<file path="config.mk">
export PLATFORM = sky130hd
export DESIGN_NAME = datapathTop
export DESIGN_NICKNAME = d
export VERILOG_FILES = /design/src/cpuTypesPkg.sv /design/src/controlPkg.sv /design/src/aluUnit.sv /design/src/stepTimer.sv /design/src/busRegisterFile.sv /design/src/controlSequencer.sv /design/src/datapathTop.sv
export SDC_FILE = /design/constraint.sdc
export NUM_CORES = 2
export LEC_CHECK = 0
export BUFFER_PORTS_ARGS = -buffer_cell sky130_fd_sc_hd__buf_4
export CELL_PAD_IN_SITES_DETAIL_PLACEMENT = 0
export CELL_PAD_IN_SITES_GLOBAL_PLACEMENT = 1
export CORE_MARGIN = 4
export CORE_UTILIZATION = 38
export DETAILED_ROUTE_END_ITERATION = 16
export PLACE_DENSITY = 0.61
export REMOVE_ABC_BUFFERS = 1
export SLEW_MARGIN = 40
export SYNTH_ARGS = -nofsm -noshare
export SYNTH_HDL_FRONTEND = slang
export SYNTH_SLANG_ARGS = --single-unit
</file>
<file path="constraint.sdc">
create_clock -name Clock -period 18.15 [get_ports Clock]
set_clock_uncertainty 0.2 [all_clocks]
set_input_delay 2.7225 -clock Clock [delete_from_list [all_inputs] [get_ports Clock]]
set_output_delay 2.7225 -clock Clock [all_outputs]
set_load 0.02 [all_outputs]
</file>
<file path="src/cpuTypesPkg.sv">
`default_nettype none

package cpuTypesPkg;

    typedef logic [31:0] word;
    typedef logic [63:0] wideWord;
    typedef logic [3:0]  regIndex;

    typedef enum logic [4:0] {
        opLd   = 5'd0,
        opSt   = 5'd1,
        opAdd  = 5'd2,
        opSub  = 5'd3,
        opAnd  = 5'd4,
        opOr   = 5'd5,
        opNot  = 5'd6,
        opNeg  = 5'd7,
        opMul  = 5'd8,
        opMfhi = 5'd9,
        opMflo = 5'd10,
        opHalt = 5'd11
    } opcodeT;

    typedef enum logic [3:0] {
        aluPassB,
        aluAdd,
        aluSub,
        aluAnd,
        aluOr,
        aluNot,
        aluNeg,
        aluInc,
        aluMul
    } aluOpT;

    // ----------------------------------------
    // Instruction fields.
    // ----------------------------------------
    localparam int OpcodeLsb      = 27;
    localparam int RaLsb          = 23;
    localparam int RbLsb          = 19;
    localparam int RcLsb          = 15;
    localparam int AddrFieldWidth = 19;

    function automatic opcodeT opcodeOf(word instr);
        return opcodeT'(instr[31:OpcodeLsb]);
    endfunction

    function automatic regIndex raOf(word instr);
        return instr[RaLsb +: 4];
    endfunction

    function automatic regIndex rbOf(word instr);
        return instr[RbLsb +: 4];
    endfunction

    function automatic regIndex rcOf(word instr);
        return instr[RcLsb +: 4];
    endfunction

    // Memory word address of ld and st, zero extended.
    function automatic word addrOf(word instr);
        return {{(32 - AddrFieldWidth){1'b0}}, instr[AddrFieldWidth-1:0]};
    endfunction

endpackage

`default_nettype wire

</file>
<file path="src/controlPkg.sv">
`default_nettype none

package controlPkg;

    // Microsteps of one instruction.
    typedef enum logic [2:0] {
        T0,
        T1,
        T2,
        T3,
        T4,
        T5
    } stepT;

    typedef enum logic [1:0] {
        Run,
        BusRead,
        BusWrite,
        Halted
    } seqStateT;

    // Sources that can drive the internal bus.
    typedef enum logic [2:0] {
        srcGpr,
        srcPc,
        srcMdr,
        srcZlo,
        srcZhi,
        srcHi,
        srcLo,
        srcIr
    } busSrcT;

    // ----------------------------------------
    // Control word, one per clock.
    // ----------------------------------------
    typedef struct packed {
        busSrcT               busSrc;
        cpuTypesPkg::regIndex gprSel;
        logic                 pcIn;
        logic                 marIn;
        logic                 mdrIn;
        logic                 irIn;
        logic                 yIn;
        logic                 zIn;
        logic                 hiIn;
        logic                 loIn;
        logic                 gprIn;
        logic                 mdrFromMem;
        cpuTypesPkg::aluOpT   aluOp;
    } controlWord;

endpackage

`default_nettype wire

</file>
<file path="src/aluUnit.sv">
`default_nettype none

module aluUnit (
    input  wire cpuTypesPkg::aluOpT op,
    input  wire cpuTypesPkg::word   a,
    input  wire cpuTypesPkg::word   b,
    output cpuTypesPkg::wideWord    result
);
    import cpuTypesPkg::*;

    logic signed [63:0] aExt;
    logic signed [63:0] bExt;
    logic signed [63:0] product;

    // Sign extend first so the product is a true signed 64-bit value.
    assign aExt    = {{32{a[31]}}, a};
    assign bExt    = {{32{b[31]}}, b};
    assign product = aExt * bExt;

    always_comb begin
        result = '0;
        unique case (op)
            aluPassB: result[31:0] = b;
            aluAdd:   result[31:0] = a + b;
            aluSub:   result[31:0] = a - b;
            aluAnd:   result[31:0] = a & b;
            aluOr:    result[31:0] = a | b;
            aluNot:   result[31:0] = ~b;
            aluNeg:   result[31:0] = 32'd0 - b;
            aluInc:   result[31:0] = b + 32'd1;
            aluMul:   result       = product;
            default:  result       = '0;
        endcase
    end

endmodule

`default_nettype wire

</file>
<file path="src/stepTimer.sv">
`default_nettype none

module stepTimer (
    input  wire Clock,
    input  wire rstN,
    input  wire advance,
    input  wire clear,
    output controlPkg::stepT step
);
    import controlPkg::*;

    // Clear wins over advance.
    always_ff @(posedge Clock or negedge rstN) begin
        if (!rstN) begin
            step <= T0;
        end else if (clear) begin
            step <= T0;
        end else if (advance) begin
            step <= stepT'(step + 3'd1);
        end
    end

endmodule

`default_nettype wire

</file>
<file path="src/busRegisterFile.sv">
`default_nettype none

module busRegisterFile (
    input  wire Clock,
    input  wire rstN,
    input  wire controlPkg::controlWord ctrl,
    input  wire cpuTypesPkg::word       memData,
    input  wire cpuTypesPkg::wideWord   aluResult,
    output cpuTypesPkg::word            irValue,
    output cpuTypesPkg::word            marValue,
    output cpuTypesPkg::word            mdrValue,
    output cpuTypesPkg::word            busValue,
    output cpuTypesPkg::word            yValue
);
    import cpuTypesPkg::*;
    import controlPkg::*;

    word     gpr [16];
    word     pc;
    word     ir;
    word     mar;
    word     mdr;
    word     y;
    wideWord z;
    word     hi;
    word     lo;

    // ----------------------------------------
    // Bus multiplexer.
    // ----------------------------------------
    always_comb begin
        unique case (ctrl.busSrc)
            srcGpr:  busValue = gpr[ctrl.gprSel];
            srcPc:   busValue = pc;
            srcMdr:  busValue = mdr;
            srcZlo:  busValue = z[31:0];
            srcZhi:  busValue = z[63:32];
            srcHi:   busValue = hi;
            srcLo:   busValue = lo;
            srcIr:   busValue = addrOf(ir);
            default: busValue = '0;
        endcase
    end

    // ----------------------------------------
    // Registers.
    // ----------------------------------------
    always_ff @(posedge Clock or negedge rstN) begin
        if (!rstN) begin
            for (int i = 0; i < 16; i++) begin
                gpr[i] <= '0;
            end
            pc  <= '0;
            ir  <= '0;
            mar <= '0;
            mdr <= '0;
            y   <= '0;
            z   <= '0;
            hi  <= '0;
            lo  <= '0;
        end else begin
            if (ctrl.gprIn) begin
                gpr[ctrl.gprSel] <= busValue;
            end
            if (ctrl.pcIn) begin
                pc <= busValue;
            end
            if (ctrl.irIn) begin
                ir <= busValue;
            end
            if (ctrl.marIn) begin
                mar <= busValue;
            end
            if (ctrl.mdrIn) begin
                mdr <= ctrl.mdrFromMem ? memData : busValue;
            end
            if (ctrl.yIn) begin
                y <= busValue;
            end
            if (ctrl.zIn) begin
                z <= aluResult;
            end
            // HI and LO load straight from the two halves of Z.
            if (ctrl.hiIn) begin
                hi <= z[63:32];
            end
            if (ctrl.loIn) begin
                lo <= z[31:0];
            end
        end
    end

    assign irValue  = ir;
    assign marValue = mar;
    assign mdrValue = mdr;
    assign yValue   = y;

endmodule

`default_nettype wire

</file>
<file path="src/controlSequencer.sv">
`default_nettype none

module controlSequencer (
    input  wire Clock,
    input  wire rstN,
    input  wire cpuTypesPkg::word ir,
    input  wire controlPkg::stepT step,
    output controlPkg::controlWord ctrl,
    output logic stepAdvance,
    output logic stepClear,
    output logic wbCyc,
    output logic wbStb,
    output logic wbWe,
    input  wire wbAck,
    output logic halted
);
    import cpuTypesPkg::*;
    import controlPkg::*;

    seqStateT state;
    seqStateT nextState;
    opcodeT   opcode;
    regIndex  ra;
    regIndex  rb;
    regIndex  rc;
    aluOpT    execOp;

    assign opcode = opcodeOf(ir);
    assign ra     = raOf(ir);
    assign rb     = rbOf(ir);
    assign rc     = rcOf(ir);

    always_comb begin
        unique case (opcode)
            opAdd:   execOp = aluAdd;
            opSub:   execOp = aluSub;
            opAnd:   execOp = aluAnd;
            opOr:    execOp = aluOr;
            opNot:   execOp = aluNot;
            opNeg:   execOp = aluNeg;
            opMul:   execOp = aluMul;
            default: execOp = aluPassB;
        endcase
    end

    // ----------------------------------------
    // Step and state decode.
    // ----------------------------------------
    always_comb begin
        ctrl        = '0;
        stepAdvance = 1'b0;
        stepClear   = 1'b0;
        nextState   = state;
        unique case (state)
            Run: begin
                if (step == T0) begin
                    // PC to MAR, PC plus one into Z, then fetch.
                    ctrl.busSrc = srcPc;
                    ctrl.marIn  = 1'b1;
                    ctrl.aluOp  = aluInc;
                    ctrl.zIn    = 1'b1;
                    stepAdvance = 1'b1;
                    nextState   = BusRead;
                end else if (step == T2) begin
                    // MAR also takes the word, so st has its address in T4.
                    ctrl.busSrc = srcMdr;
                    ctrl.irIn   = 1'b1;
                    ctrl.marIn  = 1'b1;
                    stepAdvance = 1'b1;
                end else begin
                    unique case (opcode)
                        opLd: begin
                            if (step == T3) begin
                                ctrl.busSrc = srcIr;
                                ctrl.marIn  = 1'b1;
                                stepAdvance = 1'b1;
                                nextState   = BusRead;
                            end else begin
                                ctrl.busSrc = srcMdr;
                                ctrl.gprSel = ra;
                                ctrl.gprIn  = 1'b1;
                                stepClear   = 1'b1;
                            end
                        end
                        opSt: begin
                            ctrl.gprSel = ra;
                            ctrl.mdrIn  = 1'b1;
                            stepAdvance = 1'b1;
                            nextState   = BusWrite;
                        end
                        opAdd, opSub, opAnd, opOr, opMul: begin
                            if (step == T3) begin
                                ctrl.gprSel = rb;
                                ctrl.yIn    = 1'b1;
                                stepAdvance = 1'b1;
                            end else if (step == T4) begin
                                ctrl.gprSel = rc;
                                ctrl.aluOp  = execOp;
                                ctrl.zIn    = 1'b1;
                                stepAdvance = 1'b1;
                            end else if (opcode == opMul) begin
                                ctrl.hiIn = 1'b1;
                                ctrl.loIn = 1'b1;
                                stepClear = 1'b1;
                            end else begin
                                ctrl.busSrc = srcZlo;
                                ctrl.gprSel = ra;
                                ctrl.gprIn  = 1'b1;
                                stepClear   = 1'b1;
                            end
                        end
                        opNot, opNeg: begin
                            if (step == T3) begin
                                ctrl.gprSel = rb;
                                ctrl.aluOp  = execOp;
                                ctrl.zIn    = 1'b1;
                                stepAdvance = 1'b1;
                            end else begin
                                ctrl.busSrc = srcZlo;
                                ctrl.gprSel = ra;
                                ctrl.gprIn  = 1'b1;
                                stepClear   = 1'b1;
                            end
                        end
                        opMfhi, opMflo: begin
                            ctrl.busSrc = (opcode == opMfhi) ? srcHi : srcLo;
                            ctrl.gprSel = ra;
                            ctrl.gprIn  = 1'b1;
                            stepClear   = 1'b1;
                        end
                        opHalt: begin
                            stepClear = 1'b1;
                            nextState = Halted;
                        end
                        default: stepClear = 1'b1;
                    endcase
                end
            end
            BusRead: begin
                if (wbAck) begin
                    ctrl.mdrIn      = 1'b1;
                    ctrl.mdrFromMem = 1'b1;
                    if (step == T1) begin
                        ctrl.busSrc = srcZlo;
                        ctrl.pcIn   = 1'b1;
                    end
                    stepAdvance = 1'b1;
                    nextState   = Run;
                end
            end
            BusWrite: begin
                if (wbAck) begin
                    stepClear = 1'b1;
                    nextState = Run;
                end
            end
            default: ;
        endcase
    end

    always_ff @(posedge Clock or negedge rstN) begin
        if (!rstN) begin
            state <= Run;
        end else begin
            state <= nextState;
        end
    end

    assign wbCyc  = (state == BusRead) || (state == BusWrite);
    assign wbStb  = wbCyc;
    assign wbWe   = (state == BusWrite);
    assign halted = (state == Halted);

endmodule

`default_nettype wire

</file>
<file path="src/datapathTop.sv">
`default_nettype none

module datapathTop #(
    parameter int AddrWidth = 16
) (
    input  wire Clock,
    input  wire rstN,
    output logic wbCyc,
    output logic wbStb,
    output logic wbWe,
    output logic [AddrWidth-1:0] wbAdr,
    output cpuTypesPkg::word wbDatW,
    input  wire cpuTypesPkg::word wbDatR,
    input  wire wbAck,
    output logic halted
);
    import cpuTypesPkg::*;
    import controlPkg::*;

    controlWord ctrl;
    stepT       step;
    logic       stepAdvance;
    logic       stepClear;
    word        irValue;
    word        marValue;
    word        mdrValue;
    word        busValue;
    word        yValue;
    wideWord    aluResult;

    controlSequencer sequencer (
        .Clock       (Clock),
        .rstN        (rstN),
        .ir          (irValue),
        .step        (step),
        .ctrl        (ctrl),
        .stepAdvance (stepAdvance),
        .stepClear   (stepClear),
        .wbCyc       (wbCyc),
        .wbStb       (wbStb),
        .wbWe        (wbWe),
        .wbAck       (wbAck),
        .halted      (halted)
    );

    stepTimer timer (
        .Clock   (Clock),
        .rstN    (rstN),
        .advance (stepAdvance),
        .clear   (stepClear),
        .step    (step)
    );

    busRegisterFile regFile (
        .Clock     (Clock),
        .rstN      (rstN),
        .ctrl      (ctrl),
        .memData   (wbDatR),
        .aluResult (aluResult),
        .irValue   (irValue),
        .marValue  (marValue),
        .mdrValue  (mdrValue),
        .busValue  (busValue),
        .yValue    (yValue)
    );

    aluUnit alu (
        .op     (ctrl.aluOp),
        .a      (yValue),
        .b      (busValue),
        .result (aluResult)
    );

    // Word address from MAR, write data from MDR.
    assign wbAdr  = marValue[AddrWidth-1:0];
    assign wbDatW = mdrValue;

endmodule

`default_nettype wire

</file>
==> Flow_metrics.wiki <==
{| class="wikitable"
! Metric !! Value
|-
| Status || completed
|-
| Total of cells resized after clock tree synthesis || 0
|-
| FFs w/ async S/R, synth || 100%
|-
| Area Overhead vs Synth || 8.35%
|-
| Latest clock arrival within the worst-skew pair || 0.74 ns
|-
| Post-detailed-routing wire length || 276000 um
|-
| CTS tree || yes
|-
| Most common cell after layout, fill and taps aside || sky130_fd_sc_hd__nand2_1
|-
| Max-slew violation count || 0
|-
| Category of the most critical setup path || input pin to register
|-
| Top-Level Pins || between 80 and 90
|-
| Floorplan Core Area || 0.198 sq mm
|-
| WP data required || 18.50 ns
|-
| Number of max-cap violations || 0
|-
| Hold Path Class || register to register
|-
| Post-Synthesis Cells || ~8400
|-
| Count of endpoints failing hold in the final timing report || 0
|-
| Post-CTS repair timing setup buffer count || 0
|-
| Share of the core filled with cells in the final layout || approximately two fifths
|-
| Fraction of final layout cells with drive strength greater than 1 || 7.48%
|-
| Seq/Total Area, Yosys || 26.1%
|-
| Least-Margin Pin Slew || 0.844 ns
|-
| Buffer levels on the longest clock path || 3
|-
| Remaining global-route overflow || 0
|-
| Number of clock buffers inserted by TritonCTS || 89
|-
| Vias post-DR || ~59000
|-
| RSZ-0062 raised after global routing || no
|-
| Floorplan die area || 0.206 sq mm
|-
| Relative slew margins || 43.1%
|-
| Die Height || 454 um
|-
| Yosys warning total || 0
|-
| Number of synthesized flops with an enable pin || 0
|-
| Period Utilization, post-route || 79.3%
|-
| Commonest cells after routing, fill and taps aside || 1570 x sky130_fd_sc_hd__nand2_1, 1085 x sky130_fd_sc_hd__inv_1, 1084 x sky130_fd_sc_hd__fa_1
|-
| Most common cell type on the critical path || sky130_fd_sc_hd__fa_1
|-
| Pin count of the biggest net entering global routing || 130
|-
| CTS clock-pin slew for the worst setup and hold paths || 0.06 ns
|-
| Total Nets Final || 9525
|-
| Total of hold buffers inserted after clock tree synthesis || 0
|-
| DRT Pass-1 Iters || 9
|-
| Maximum fanout encountered on the critical timing path || 66
|-
| Clock Tree Root || sky130_fd_sc_hd__clkbuf_16
|-
| Mapped Avg Cell Area || 9.00 sq um
|-
| Horiz. Die Dim || 454 um
|-
| Post-detailed-route DRC marker count || 0
|-
| Number of levels in the clock H-tree || 3
|-
| Kind of capture point of the worst setup path || register
|-
| Number of distinct library cells after synthesis || 100
|-
| Max Freq || 69.4 MHz
|-
| Antenna violations before repair || 31
|-
| Critical path's slowest cell || sky130_fd_sc_hd__fa_1
|-
| Worst Path Arrival || 14.75 ns
|-
| Antenna-violating nets left || 0
|-
| HPWL reported at the end of detailed placement || 191000 um
|-
| Post-synthesis instance area || around 0.076 sq mm
|-
| Wire length of the first global-routing pass || 417000 um
|-
| Clock period minus final worst setup slack || approximately 14 ns
|-
| Sinks on the clock net || 789
|-
| Port-buffer cells || 86
|-
| Category of the worst setup path launch point || input pin
|-
| DR vias/cell || 5.43
|-
| Routed length per instance || 25.4 um
|-
| Global routing usage summed across all routing layers || 27.1%
|-
| Detailed Route Iter0 Violations || 4509
|-
| Setup TNS || 0 ns
|-
| Core Rows || 163
|-
| Post-synthesis sequential element count || 789
|-
| Initial core utilization || a little under two fifths
|-
| Vias in the first global route || 62000
|-
| CP max stage delay || ~0.99 ns
|-
| Top flip-flop cell by instance count after synthesis || sky130_fd_sc_hd__dfrtp_1
|-
| Final setup violation count || 0
|-
| Routability cong. || 0.890
|}
critical path, delay by kind of cell:
family | cells | cell delay (ns)
adder cells (fa/ha/maj) | 9 | 4.78
AO/OA/AOI/OAI | 12 | 2.67
buffers and inverters | 10 | 2.42
AND/OR/NAND/NOR | 7 | 1.85
XOR/XNOR | 1 | 0.18
registers in the layout (all words and copies together), names as in the netlist:
signal / flops
regFile.yValue: 32
regFile.lo: 32
regFile.hi: 32
regFile.irValue: 32
regFile.z: 64
timer.step: 3
regFile.marValue: 16
regFile.pc: 32
sequencer.state: 2
regFile.mdrValue: 32
regFile.gpr: 512
cells by family after synthesis:
| group | count (synthesis) | share of synthesized area [%] |
|---|---|---|
| xor+xnor | 130 | 1.50 |
| buf+inv | 1713 | 8.69 |
| flops | 789 | 26.1 |
| fa+ha+maj | 1339 | 32.9 |
| compound gates | 1718 | 13.6 |
| mux | 115 | 1.69 |
| simple gates | 2607 | 15.5 |
synthesized netlist by cell type (9+ instances only):
library cell,count,share of area [%]
sky130_fd_sc_hd__o21a_1,16,0.16
sky130_fd_sc_hd__xor2_1,48,0.56
sky130_fd_sc_hd__mux2_2,89,1.3
sky130_fd_sc_hd__nand3_1,47,0.31
sky130_fd_sc_hd__a31oi_1,20,0.17
sky130_fd_sc_hd__buf_2,65,0.43
sky130_fd_sc_hd__xnor2_1,82,0.95
sky130_fd_sc_hd__inv_2,10,0.050
sky130_fd_sc_hd__clkbuf_1,505,2.5
sky130_fd_sc_hd__o211ai_1,13,0.13
sky130_fd_sc_hd__nand4_1,12,0.099
sky130_fd_sc_hd__fa_1,1084,29
sky130_fd_sc_hd__o22ai_1,43,0.36
sky130_fd_sc_hd__o22a_1,9,0.10
sky130_fd_sc_hd__o21bai_1,21,0.21
sky130_fd_sc_hd__o21ai_1,18,0.12
sky130_fd_sc_hd__a211o_1,13,0.15
sky130_fd_sc_hd__o31a_1,16,0.19
sky130_fd_sc_hd__nor2b_1,49,0.41
sky130_fd_sc_hd__nand2b_1,30,0.25
sky130_fd_sc_hd__nand2_1,1586,7.9
sky130_fd_sc_hd__mux2i_1,19,0.25
sky130_fd_sc_hd__buf_1,31,0.15
sky130_fd_sc_hd__nor3_1,19,0.13
sky130_fd_sc_hd__ha_1,255,4.2
sky130_fd_sc_hd__a221oi_1,111,1.3
sky130_fd_sc_hd__a22oi_1,16,0.16
sky130_fd_sc_hd__o32a_1,17,0.22
sky130_fd_sc_hd__a21o_1,59,0.59
sky130_fd_sc_hd__inv_1,1090,5.4
sky130_fd_sc_hd__a211oi_1,24,0.24
sky130_fd_sc_hd__o221ai_1,12,0.14
sky130_fd_sc_hd__o21ai_0,831,5.5
sky130_fd_sc_hd__or2_2,11,0.091
sky130_fd_sc_hd__dfrtp_1,789,26
sky130_fd_sc_hd__a221o_1,18,0.24
sky130_fd_sc_hd__and2_1,574,4.7
sky130_fd_sc_hd__and3_1,17,0.14
sky130_fd_sc_hd__a21oi_1,379,2.5
sky130_fd_sc_hd__nor2_1,224,1.1
layout make-up:
class	instances	area, sq um
fillers	19900	116000
multi-input cells	5909	49700
clock inverters	34	420
well taps	2640	3300
clock buffers	127	2520
repair buffers	262	2140
flip-flops and latches	789	19700
inverters	1100	4130
diodes	9	22.5
final timing paths:
check / from / end / slack, ns / depth (start not counted)
max reg2reg: timer.step[0]$_DFFE_PN0P_ / regFile.z[62]$_DFFE_PN0P_ / 4.29 / 45
min reg2reg: regFile.gpr[156]$_DFFE_PN0P_ / regFile.gpr[156]$_DFFE_PN0P_ / 0.27 / 2
min in group asynchronous: rstN / regFile.gpr[143]$_DFFE_PN0P_ / 1.77 / 1
max: wbAck / regFile.z[62]$_DFFE_PN0P_ / 3.75 / 39
min: regFile.gpr[156]$_DFFE_PN0P_ / regFile.gpr[156]$_DFFE_PN0P_ / 0.27 / 2
max in group asynchronous: rstN / regFile.gpr[221]$_DFFE_PN0P_ / 13.61 / 5
per-layer routing:
| layer | global-route usage [%] | share of wire [%] |
|---|---|---|
| met5 | 0 | 0.014 |
| met4 | 8.76 | 3.6 |
| met3 | 3.77 | 5.7 |
| met2 | 44.8 | 47 |
| met1 | 36.8 | 43 |
metrics by stage:
stage / worst slack, ns / cells / area (sq um) / hold WS [ns]
detailed placement: 3.14 / 10700 / 78900 / 0.267
global placement: 3.14 / 10700 / 78800 / 0.255
floorplan: 2.08 / 7798 / 73200 / 0.243
global route: 3.14 / 10900 / 82000 / 0.293
CTS: 3.88 / 10900 / 81900 / 0.280
finish: 3.75 / 10900 / 82000 / 0.273
Power is left out: the tool's default activity adds up to more than one toggle a clock period on the data nets, which glitch-free logic cannot reach.
